## src/hw/rot_pkg.sv

```systemverilog
// Rotator package with chunk sizes, coefficient types and the pipeline request struct
package rot_pkg;

  // ==========================================================================
  // Sizes
  // ==========================================================================
  // Radix-2 permutation levels per chunk
  localparam int ROT_LVL_NB = 3;
  // log2 of the polynomial size
  localparam int N_SZ       = 6;
  // Rotation factor width, one extra bit for the negacyclic sign
  localparam int LWE_COEF_W = N_SZ + 1;
  localparam int CHUNK_NB   = 2 ** ROT_LVL_NB;
  localparam int COEF_W     = 16;

  // ==========================================================================
  // Types
  // ==========================================================================
  typedef logic [COEF_W-1:0] coef_t;
  typedef coef_t [CHUNK_NB-1:0] chunk_t;

  // One beat of the rotator pipeline
  typedef struct packed {
    logic                  vld;
    logic [LWE_COEF_W-1:0] rot_factor;
    chunk_t                data;
  } rot_req_t;

  // Reverse the lowest width bits of val
  // Used for select ordering in the swap levels
  function automatic int bit_rev(input int val, input int width);
    int res;
    res = 0;
    for (int b = 0; b < width; b++) begin
      if (val[b]) begin
        res[width-1-b] = 1'b1;
      end
    end
    return res;
  endfunction

endpackage

```

## src/hw/perm_vector.sv

```systemverilog
// Swap-select vector for one radix-2 permutation level, derived from the rotation factor
module perm_vector #(
  parameter int PERM_LVL_NB = rot_pkg::ROT_LVL_NB,
  parameter int PERM_LVL    = 0,
  parameter int N_SZ        = rot_pkg::N_SZ
) (
  input  logic [rot_pkg::LWE_COEF_W-1:0] rot_factor,
  output logic [2**PERM_LVL-1:0]         perm_select
);

  // ==========================================================================
  // Shift field
  // ==========================================================================
  // Pairs handled by this level
  localparam int PERM_NB  = 2 ** PERM_LVL;
  // Factor bits that matter at this level
  localparam int MASK_BIT = PERM_LVL + 1;

  logic [PERM_LVL_NB-1:0] shift_field;
  logic [MASK_BIT-1:0]    factor;

  // Chunk shift sits just below the sign bit
  assign shift_field = rot_factor[N_SZ-1 -: PERM_LVL_NB];
  // Shift modulo the group size of this level
  assign factor      = shift_field[MASK_BIT-1:0];

  // ==========================================================================
  // Select vector
  // ==========================================================================
  if (PERM_LVL == 0) begin : gen_lvl_0
    // Single select, odd shift swaps every neighbour pair
    assign perm_select = factor[0];
  end else begin : gen_lvl_n
    logic [PERM_LVL-1:0] low_shift;
    logic                negate;
    logic [PERM_NB-1:0]  ones_vec;
    logic [PERM_NB-1:0]  rev_vec;

    // Shift within half a group
    assign low_shift = factor[PERM_LVL-1:0];
    // Top bit low means the shift stays inside the lower half
    assign negate    = (factor[PERM_LVL] == 1'b0);

    // Ones from the shift amount upward
    assign ones_vec = {PERM_NB{1'b1}} << low_shift;

    // Bit-reversed placement
    always_comb begin
      for (int i = 0; i < PERM_NB; i++) begin
        rev_vec[i] = ones_vec[rot_pkg::bit_rev(i, PERM_LVL)];
      end
    end

    // Invert for shifts below half a group
    assign perm_select = {PERM_NB{negate}} ^ rev_vec;
  end

endmodule

```

## src/hw/perm_level.sv

```systemverilog
// Registered radix-2 swap stage of the chunk rotator with a generic payload type
module perm_level #(
  parameter int  PERM_LVL  = 0,
  parameter type payload_t = rot_pkg::coef_t
) (
  input  logic                              clk,
  input  logic                              rst_n,
  input  logic                              in_vld,
  input  logic [rot_pkg::LWE_COEF_W-1:0]    in_rot_factor,
  input  payload_t [rot_pkg::CHUNK_NB-1:0]  in_data,
  input  logic [2**PERM_LVL-1:0]            perm_select,
  output logic                              out_vld,
  output logic [rot_pkg::LWE_COEF_W-1:0]    out_rot_factor,
  output payload_t [rot_pkg::CHUNK_NB-1:0]  out_data
);

  // ==========================================================================
  // Swap network
  // ==========================================================================
  // Distance between pair members, also the number of pairs per group
  localparam int PAIR_DIST = 2 ** PERM_LVL;

  logic [PAIR_DIST-1:0]               pair_swap;
  payload_t [rot_pkg::CHUNK_NB-1:0]   swp_data;

  // Pair r of a group uses the select counted from the top, bit reversed
  always_comb begin
    for (int r = 0; r < PAIR_DIST; r++) begin
      pair_swap[r] = perm_select[PAIR_DIST-1-rot_pkg::bit_rev(r, PERM_LVL)];
    end
  end

  // Both members of a pair share the same swap decision
  always_comb begin
    for (int i = 0; i < rot_pkg::CHUNK_NB; i++) begin
      if (pair_swap[i % PAIR_DIST]) begin
        swp_data[i] = in_data[i ^ PAIR_DIST];
      end else begin
        swp_data[i] = in_data[i];
      end
    end
  end

  // ==========================================================================
  // Output register
  // ==========================================================================
  // Valid strobe
  always_ff @(posedge clk) begin
    if (!rst_n) begin
      out_vld <= 1'b0;
    end else begin
      out_vld <= in_vld;
    end
  end

  // Payload, factor travels with its chunk
  always_ff @(posedge clk) begin
    out_rot_factor <= in_rot_factor;
    out_data       <= swp_data;
  end

endmodule

```

## src/hw/rot_network.sv

```systemverilog
// Chain of registered swap levels that rotates a coefficient chunk by the rotation factor
module rot_network (
  input  logic              clk,
  input  logic              rst_n,
  input  rot_pkg::rot_req_t in_req,
  output rot_pkg::rot_req_t out_req
);

  // ==========================================================================
  // Stage chain
  // ==========================================================================
  // Entry 0 is the network input, entry s+1 the output of stage s
  rot_pkg::rot_req_t stage_req [0:rot_pkg::ROT_LVL_NB];

  assign stage_req[0] = in_req;

  // Stage s runs permutation level ROT_LVL_NB-1-s
  // Highest level first, level 0 last
  for (genvar s = 0; s < rot_pkg::ROT_LVL_NB; s++) begin : gen_stage
    logic [2**(rot_pkg::ROT_LVL_NB-1-s)-1:0] perm_select;
    logic                                    lvl_vld;
    logic [rot_pkg::LWE_COEF_W-1:0]          lvl_rot_factor;
    rot_pkg::chunk_t                         lvl_data;

    // Select from the factor entering this stage
    // Keeps beats with different factors independent
    perm_vector #(
      .PERM_LVL_NB (rot_pkg::ROT_LVL_NB),
      .PERM_LVL    (rot_pkg::ROT_LVL_NB - 1 - s),
      .N_SZ        (rot_pkg::N_SZ)
    ) i_perm_vector (
      .rot_factor  (stage_req[s].rot_factor),
      .perm_select (perm_select)
    );

    // One cycle per level
    perm_level #(
      .PERM_LVL  (rot_pkg::ROT_LVL_NB - 1 - s),
      .payload_t (rot_pkg::coef_t)
    ) i_perm_level (
      .clk            (clk),
      .rst_n          (rst_n),
      .in_vld         (stage_req[s].vld),
      .in_rot_factor  (stage_req[s].rot_factor),
      .in_data        (stage_req[s].data),
      .perm_select    (perm_select),
      .out_vld        (lvl_vld),
      .out_rot_factor (lvl_rot_factor),
      .out_data       (lvl_data)
    );

    // Repack for the next stage
    assign stage_req[s+1] = '{
      vld:        lvl_vld,
      rot_factor: lvl_rot_factor,
      data:       lvl_data
    };
  end

  // ==========================================================================
  // Output
  // ==========================================================================
  // Rotated chunk after the level 0 stage
  assign out_req = stage_req[rot_pkg::ROT_LVL_NB];

endmodule

```

## src/hw/rot_top.sv

```systemverilog
// Coefficient rotator top level with input register stage in front of the swap network
module rot_top (
  input  logic              clk,
  input  logic              rst_n,
  input  rot_pkg::rot_req_t in_req,
  output rot_pkg::rot_req_t out_req
);

  // ==========================================================================
  // Input register
  // ==========================================================================
  rot_pkg::rot_req_t in_req_q;

  // Valid strobe, low after reset
  always_ff @(posedge clk) begin
    if (!rst_n) begin
      in_req_q.vld <= 1'b0;
    end else begin
      in_req_q.vld <= in_req.vld;
    end
  end

  // Factor and chunk
  always_ff @(posedge clk) begin
    in_req_q.rot_factor <= in_req.rot_factor;
    in_req_q.data       <= in_req.data;
  end

  // ==========================================================================
  // Rotation network
  // ==========================================================================
  // One cycle per level on top of the input stage
  rot_network i_rot_network (
    .clk     (clk),
    .rst_n   (rst_n),
    .in_req  (in_req_q),
    .out_req (out_req)
  );

endmodule

```

## config.mk

```make
export PLATFORM = sky130hd
export DESIGN_NAME = rot_top
export DESIGN_NICKNAME = d
export VERILOG_FILES = /design/src/hw/rot_pkg.sv /design/src/hw/perm_vector.sv /design/src/hw/perm_level.sv /design/src/hw/rot_network.sv /design/src/hw/rot_top.sv
export SDC_FILE = /design/constraint.sdc
export NUM_CORES = 1
export LEC_CHECK = 0
export BUFFER_PORTS_ARGS = -buffer_cell sky130_fd_sc_hd__buf_2
export CAP_MARGIN = 20
export CORE_UTILIZATION = 42
export DETAILED_ROUTE_END_ITERATION = 10
export GPL_TIMING_DRIVEN = 1
export PLACE_DENSITY = 0.66
export SETUP_SLACK_MARGIN = 0.3
export SYNTH_ARGS = -nofsm -noshare
export SYNTH_HDL_FRONTEND = slang
export SYNTH_SLANG_ARGS = --single-unit
```

## constraint.sdc

```tcl
create_clock -name clk -period 1.75 [get_ports clk]
set_input_delay 0.4375 -clock clk [delete_from_list [all_inputs] [get_ports clk]]
set_output_delay 0.4375 -clock clk [all_outputs]
set_load 0.01 [all_outputs]
```

==> results of run 1 <==
## area by class of cell
type	count	area [µm²]	share of cell area, %
clock inverter	25	330	1.53
multi-input combinational	588	4530	21.0
clock buffer	74	1520	7.01
sequential	544	11000	50.9
tap	468	586	2.71
timing repair buffer	436	3650	16.9
antenna	2	5.00	0.0231
## registers in the layout, summed over array words and instances, names as in the netlist
signal                                               flops
i_rot_network.gen_stage.i_perm_level.out_data          384
in_req_q                                               136
i_rot_network.gen_stage.i_perm_level.out_rot_factor     21
i_rot_network.gen_stage.i_perm_level.out_vld             3
## path summary, 6_finish.rpt
path	start	endpoint	slack, ns	cells after the start
min reg2reg	flip-flop	flip-flop	0.33	0
min	in_req[135]	in_req_q[135]$_SDFF_PN0_	0.05	2
max	in_req_q[132]$_DFF_P_	i_rot_network.gen_stage[0].i_perm_level.out_data[86]$_DFF_P_	0.24	6
max reg2reg	in_req_q[132]$_DFF_P_	i_rot_network.gen_stage[0].i_perm_level.out_data[86]$_DFF_P_	0.24	6
## power by group
part / total (mW) / leakage [nW] / internal, mW / switching, mW
Combinational: 3.46 / 4.13 / 2.04 / 1.43
Clock: 11.7 / 0.920 / 6.97 / 4.74
Sequential: 14.6 / 4.59 / 13.9 / 0.749
Total: 29.8 / 9.64 / 22.9 / 6.92
## cell families (layout without fill, tap and decap cells)
logic type / Yosys count / in the layout
mux: 288 / 288
buf+inv: 50 / 535
other cells: 0 / 2
xor+xnor: 6 / 6
simple gates: 294 / 294
flops: 544 / 544
## layout by cell type, fill, tap and decap left out, types with 2 or more instances in the layout
| cell | instances |
|---|---|
| buf_6 | 84 |
| buf_8 | 2 |
| dfxtp_2 | 82 |
| clkbuf_16 | 54 |
| xor2_4 | 3 |
| buf_2 | 193 |
| dfxtp_4 | 3 |
| diode_2 | 2 |
| buf_16 | 2 |
| xnor2_2 | 2 |
| clkinv_2 | 15 |
| mux2_2 | 283 |
| buf_4 | 8 |
| nand2_1 | 288 |
| mux2_4 | 5 |
| clkbuf_1 | 10 |
| clkbuf_8 | 11 |
| dfxtp_1 | 459 |
| bufinv_16 | 6 |
| dlygate4sd3_1 | 135 |
| buf_12 | 11 |
| and2_1 | 4 |
## through the flow
stage | hold slack [ns] | setup WS (ns) | area (µm²) | instances | utilization [%]
after global placement | 0.310 | 0.206 | 17600 | 1891 | 48.2
after floorplan | 0.310 | 0.274 | 15500 | 1182 | -
after global routing | 0.0421 | 0.207 | 21600 | 2136 | 59.2
after CTS | 0.0135 | 0.189 | 21200 | 2131 | 58.1
final | 0.0539 | 0.240 | 21600 | 2137 | 59.2
after detailed placement | 0.313 | 0.191 | 17600 | 1891 | 48.2
## layer usage
layer	wire length, µm	global-route usage (%)
met3	2090	4.56
met2	20500	38.2
met1	14400	21.1
met5	22	0
met4	1320	8.02
## what timing repair did
item | CTS | global route
endpoints found under the hold margin | 135 | 0
pin swaps | 1 | 2
setup endpoints to repair | 220 | 216
setup buffers | 4 | 3
gates cloned | 2 | 1
resized for setup | 100 | 90
hold buffers | 135 | 0
==> flow_metrics.py, run 1 <==
metrics = {
    "global_route": {
        "grt_pass1_wl_mm": 56.7,
        "antenna_found_initial": 4,
        "track_usage_pct": 20.0,
        "overflow": 0,
        "grt_pass1_vias": 10100,
        "grt_max_degree": 61,
    },
    "setup_path": {
        "path_class": "reg2reg",
        "path_common_cell": "buf_6",
        "slowest_stage": "dfxtp_2",
        "crit_path_start_kind": "flip-flop",
        "slowest_delay_ns": 0.34,
        "crit_arrival_ns": 2.00,
        "path_cells": "buf_6, nand2_4, xor2_4, buf_6, buf_8, mux2_2",
        "worstPathRequired_ns": 2.24,
        "cp_max_fo": 6,
        "path_buf_inv": 3,
        "end_kind": "flip-flop",
        "path_delay_family": "buffers and inverters",
    },
    "power": {
        "cellPowerDensity_nw_per_um2": 1380,
        "vdd_drop_max_mv": 0.930,
        "fin_total_pwr_mw": 29.8,
        "leakagePower_nw": 9.64,
    },
    "clock_network": {
        "worstSkewPairLatency_ns": 0.60,
        "cts-root-buf": "clkbuf_16",
        "clockBufferDepth": 3,
        "cts_inserted_buffers": 53,
        "cts_tree": "done",
        "clk_pin_slew_ns": 0.06,
        "clock-sinks": 544,
        "htree_levels": 2,
    },
    "synth": {
        "syn_nets": 1320,
        "netlist_area_um2": 15500,
        "avgSynthCellArea_um2": 13.1,
        "synth_area_leaders": "dfxtp_1 70%, mux2_2 21%, nand2_1 7.0%",
        "yosys.area.top_type_share_pct": 70.1,
        "synth_ff_type": "dfxtp_1",
        "synth.ff_latch_count": 544,
        "yosysSeqAreaShare_pct": 70.1,
        "synth_edf_count": 0,
        "synth_most_common_cell": "dfxtp_1",
        "synth_top_family_by_area": "multiplexers",
        "synthAdderAreaFrac_pct": 0,
        "synthMuxAreaShare_pct": 20.9,
        "synth.largest_area_cell": "dfxtp_1",
        "syn_inst": 1182,
        "yosysWarnings": 0,
        "synth-simple-area-share_pct": 7.17,
        "synth_cell_types": 11,
        "synth_xor_area_share_pct": 0.338,
        "ys_async_sr_fraction_pct": 0,
        "synth_common_cells": "544 x dfxtp_1, 289 x nand2_1, 288 x mux2_2",
        "synth-compound-area-share_pct": 0,
    },
    "sta": {
        "setup_violations": 0,
        "rsz0062_at_grt": "yes",
        "min_period_ns": 1.51,
        "drv_slew": 0,
        "hold_viol": 0,
        "maxSlewHeadroom_pct": 78.2,
        "min_period_over_period_pct": 86.3,
        "max_freq_mhz": 662,
        "fin_setup_tns_ns": 0,
        "fin_skew_ns": 0.0282,
        "worst_pin_slew_ns": 0.327,
    },
    "final_layout": {
        "drive_above_1_share_pct": 46.3,
        "fin_nets": 1761,
        "nFillCells": 2831,
        "area_delta_synth_final_pct": 39.2,
    },
    "placement": {
        "port_buffers": 273,
        "dp_hpwl_mm": 25.1,
        "place_congestion": 0.804,
    },
    "outcome": {
        "status": "finished clean",
    },
    "route": {
        "vias_per_cell": 4.54,
        "dr_total_vias": 9701,
        "drtIter0Drc": 251,
        "routed_wl_mm": 38.3,
        "drc": 0,
        "antenna_left": 0,
        "dr.pass1.iters": 4,
        "wl_per_cell_um": 17.9,
    },
    "job": {
        "cap_violations": 0,
    },
    "floorplan": {
        "die_w_um": 194,
        "die_h_um": 194,
        "io_pins": 274,
        "coreArea_um2": 36500,
        "die_area_um2": 37800,
        "placement_rows": 70,
        "start_util_pct": 42.5,
    },
    "min_path": {
        "hp-class": "in2reg",
    },
}
(Power assumes the default switching activity.)
==> inputs of run 2 (changes only) <==
--- a/config.mk
+++ b/config.mk
@@ -10,7 +10,6 @@
 export CORE_UTILIZATION = 42
 export DETAILED_ROUTE_END_ITERATION = 10
 export GPL_TIMING_DRIVEN = 1
-export PLACE_DENSITY = 0.66
 export SETUP_SLACK_MARGIN = 0.3
 export SYNTH_ARGS = -nofsm -noshare
 export SYNTH_HDL_FRONTEND = slang
==> constraint.sdc (replaced) <==
create_clock -name clk -period 1.75 [get_ports clk]
set_input_delay 0.4375 -clock clk [delete_from_list [all_inputs] [get_ports clk]]
set_output_delay 0.4375 -clock clk [all_outputs]
set_load 0.02 [all_outputs]
==> flow_metrics.py, run 2 (synthesized netlist as in run 1, its figures left out) <==
metrics = {
    "setup_path": {
        "r2r-start": "in_req_q[131]$_DFF_P_",
        "end_kind": "primary output",
        "cp_max_fo": 1,
        "slowest_stage": "dfxtp_2",
        "path_class": "reg2out",
        "crit_arrival_ns": 1.07,
        "path_delay_family": "flip-flops",
        "path_cells": "buf_6",
        "crit_path_start_kind": "flip-flop",
        "worstPathRequired_ns": 1.31,
        "path_buf_inv": 1,
        "slowest_delay_ns": 0.36,
        "r2r_slack_ns": 0.32,
        "reg2regPathDepth": 5,
        "r2r_end": "i_rot_network.gen_stage[0].i_perm_level.out_data[48]$_DFF_P_",
    },
    "route": {
        "vias_per_cell": 4.50,
        "dr_total_vias": 9580,
        "drc": 0,
        "antenna_left": 0,
        "drtIter0Drc": 354,
        "dr.pass1.iters": 4,
        "routed_wl_mm": 37.8,
        "wl_per_cell_um": 17.7,
    },
    "floorplan": {
        "placement_rows": 70,
        "die_h_um": 194,
        "coreArea_um2": 36500,
        "die_w_um": 194,
        "start_util_pct": 42.5,
        "die_area_um2": 37800,
        "io_pins": 274,
    },
    "final_layout": {
        "nFillCells": 2874,
        "final-seq-area_um2": 11100,
        "largest_register_ffs": 384,
        "drive_above_1_share_pct": 49.2,
        "regMostFlops": "i_rot_network.gen_stage.i_perm_level.out_data",
        "final_common_cell": "dfxtp_1",
        "area_delta_synth_final_pct": 40.8,
        "multiInputGateArea_um2": 4490,
        "top_regs": "i_rot_network.gen_stage.i_perm_level.out_data (384), in_req_q (136), i_rot_network.gen_stage.i_perm_level.out_rot_factor (21)",
        "layout_common_cells": "403 x dfxtp_1, 288 x mux2_2, 288 x nand2_1",
        "fin_cells": 2130,
        "finish.instance_area_um2": 21900,
        "fin_nets": 1759,
    },
    "placement": {
        "dpl-instance-area_um2": 17600,
        "port_buffers": 273,
        "dp_hpwl_mm": 24.6,
        "place_congestion": 0.808,
        "place_worst_setup_slack_ns": 0.339,
        "placed_cells": 1888,
    },
    "sta": {
        "min_period_over_period_pct": 86.2,
        "fin_skew_ns": 0.0191,
        "holdWs_ns": 0.0478,
        "worst_pin_slew_ns": 0.397,
        "drv_slew": 0,
        "min_period_ns": 1.51,
        "setup_violations": 0,
        "fin_setup_tns_ns": 0,
        "maxSlewHeadroom_pct": 73.5,
        "rsz0062_at_grt": "yes",
        "worst_slack_ns": 0.242,
        "max_freq_mhz": 663,
        "hold_viol": 0,
    },
    "power": {
        "cellPowerDensity_nw_per_um2": 1380,
        "vdd_drop_max_mv": 0.792,
        "leakagePower_nw": 9.64,
    },
    "global_route": {
        "use_met2_pct": 37.0,
        "grt_pass1_wl_mm": 55.4,
        "grt_max_degree": 70,
        "overflow": 0,
        "gr-usage-met1_pct": 21.0,
        "grt_pass1_vias": 9856,
        "antenna_found_initial": 2,
        "use_met3_pct": 3.94,
        "track_usage_pct": 19.5,
        "gr-max-usage-layer": "met2",
    },
    "clock_network": {
        "cts-root-buf": "clkbuf_16",
        "worstSkewPairLatency_ns": 0.59,
        "clockBufferDepth": 3,
        "cts_tree": "done",
        "clk_pin_slew_ns": 0.06,
        "clock-sinks": 544,
        "cts_inserted_buffers": 54,
        "htree_levels": 2,
    },
    "min_path": {
        "hold_depth": 2,
        "worstHoldStart": "in_req[135]",
        "hp-class": "in2reg",
        "min_to": "in_req_q[135]$_SDFF_PN0_",
    },
    "outcome": {
        "status": "finished clean",
    },
    "job": {
        "cap_violations": 0,
    },
}
## run 2: how the worst max path moves through the flow
stage,start,endpoint,slack (ns),cells past startpoint
after CTS,i_rot_network.gen_stage[2].i_perm_level.out_data[59]$_DFF_P_,out_req[59],0.20,1
final,i_rot_network.gen_stage[2].i_perm_level.out_data[59]$_DFF_P_,out_req[59],0.24,1
after floorplan,in_req_q[133]$_DFF_P_,flip-flop,0.27,4
after detailed placement,in_req_q[132]$_DFF_P_,i_rot_network.gen_stage[0].i_perm_level.out_data[17]$_DFF_P_,0.34,4
after global routing,i_rot_network.gen_stage[2].i_perm_level.out_data[62]$_DFF_P_,out_req[62],0.21,1
after global placement,flip-flop,flip-flop,0.36,4
## run 2: layer usage
metal  part of all wire (%)  vias to the layer above
li1                       -                     4748
met4                    3.1                        0
met5                      0                        -
met3                    4.5                       71
met1                     39                     4491
met2                     54                      270
## run 2: final cells by class
| type | count | area share, % |
|---|---|---|
| sequential | 544 | 50.6 |
| multi-input combinational | 588 | 20.5 |
| timing repair buffer | 433 | 18.1 |
| clock buffer | 81 | 7.24 |
| tap | 468 | 2.68 |
| clock inverter | 14 | 0.784 |
| antenna | 2 | 0.0229 |
## run 2: repair_timing
action                                  CTS  global route
gates resized for setup                 407             8
pin swaps                                 0             2
buffers inserted                          0             4
hold buffers                            135             0
endpoints found under the hold margin   135             0
endpoints found under the setup margin  136           192
cloned                                    0             6
## run 2: metrics by stage
step / power (mW) / utilization, %
6_report: 30.1 / 59.9
5_1_grt: 31.3 / 59.9
4_1_cts: 30.3 / 59.4
3_5_place_dp: 17.9 / 48.1
3_3_place_gp: 17.9 / 48.1
2_1_floorplan: 16.5 / -
## run 2: worst reg2reg max path, stage by stage (launching register included)
cell,delay [ns]
dfxtp_2,0.34
nor2_2,0.15
xnor2_2,0.15
buf_4,0.17
buf_2,0.17
mux2_2,0.34
## run 2: power by group
| group | switching, mW | internal (mW) |
|---|---|---|
| clock network | 4.60 | 6.66 |
| logic | 1.80 | 2.27 |
| registers | 0.794 | 13.9 |
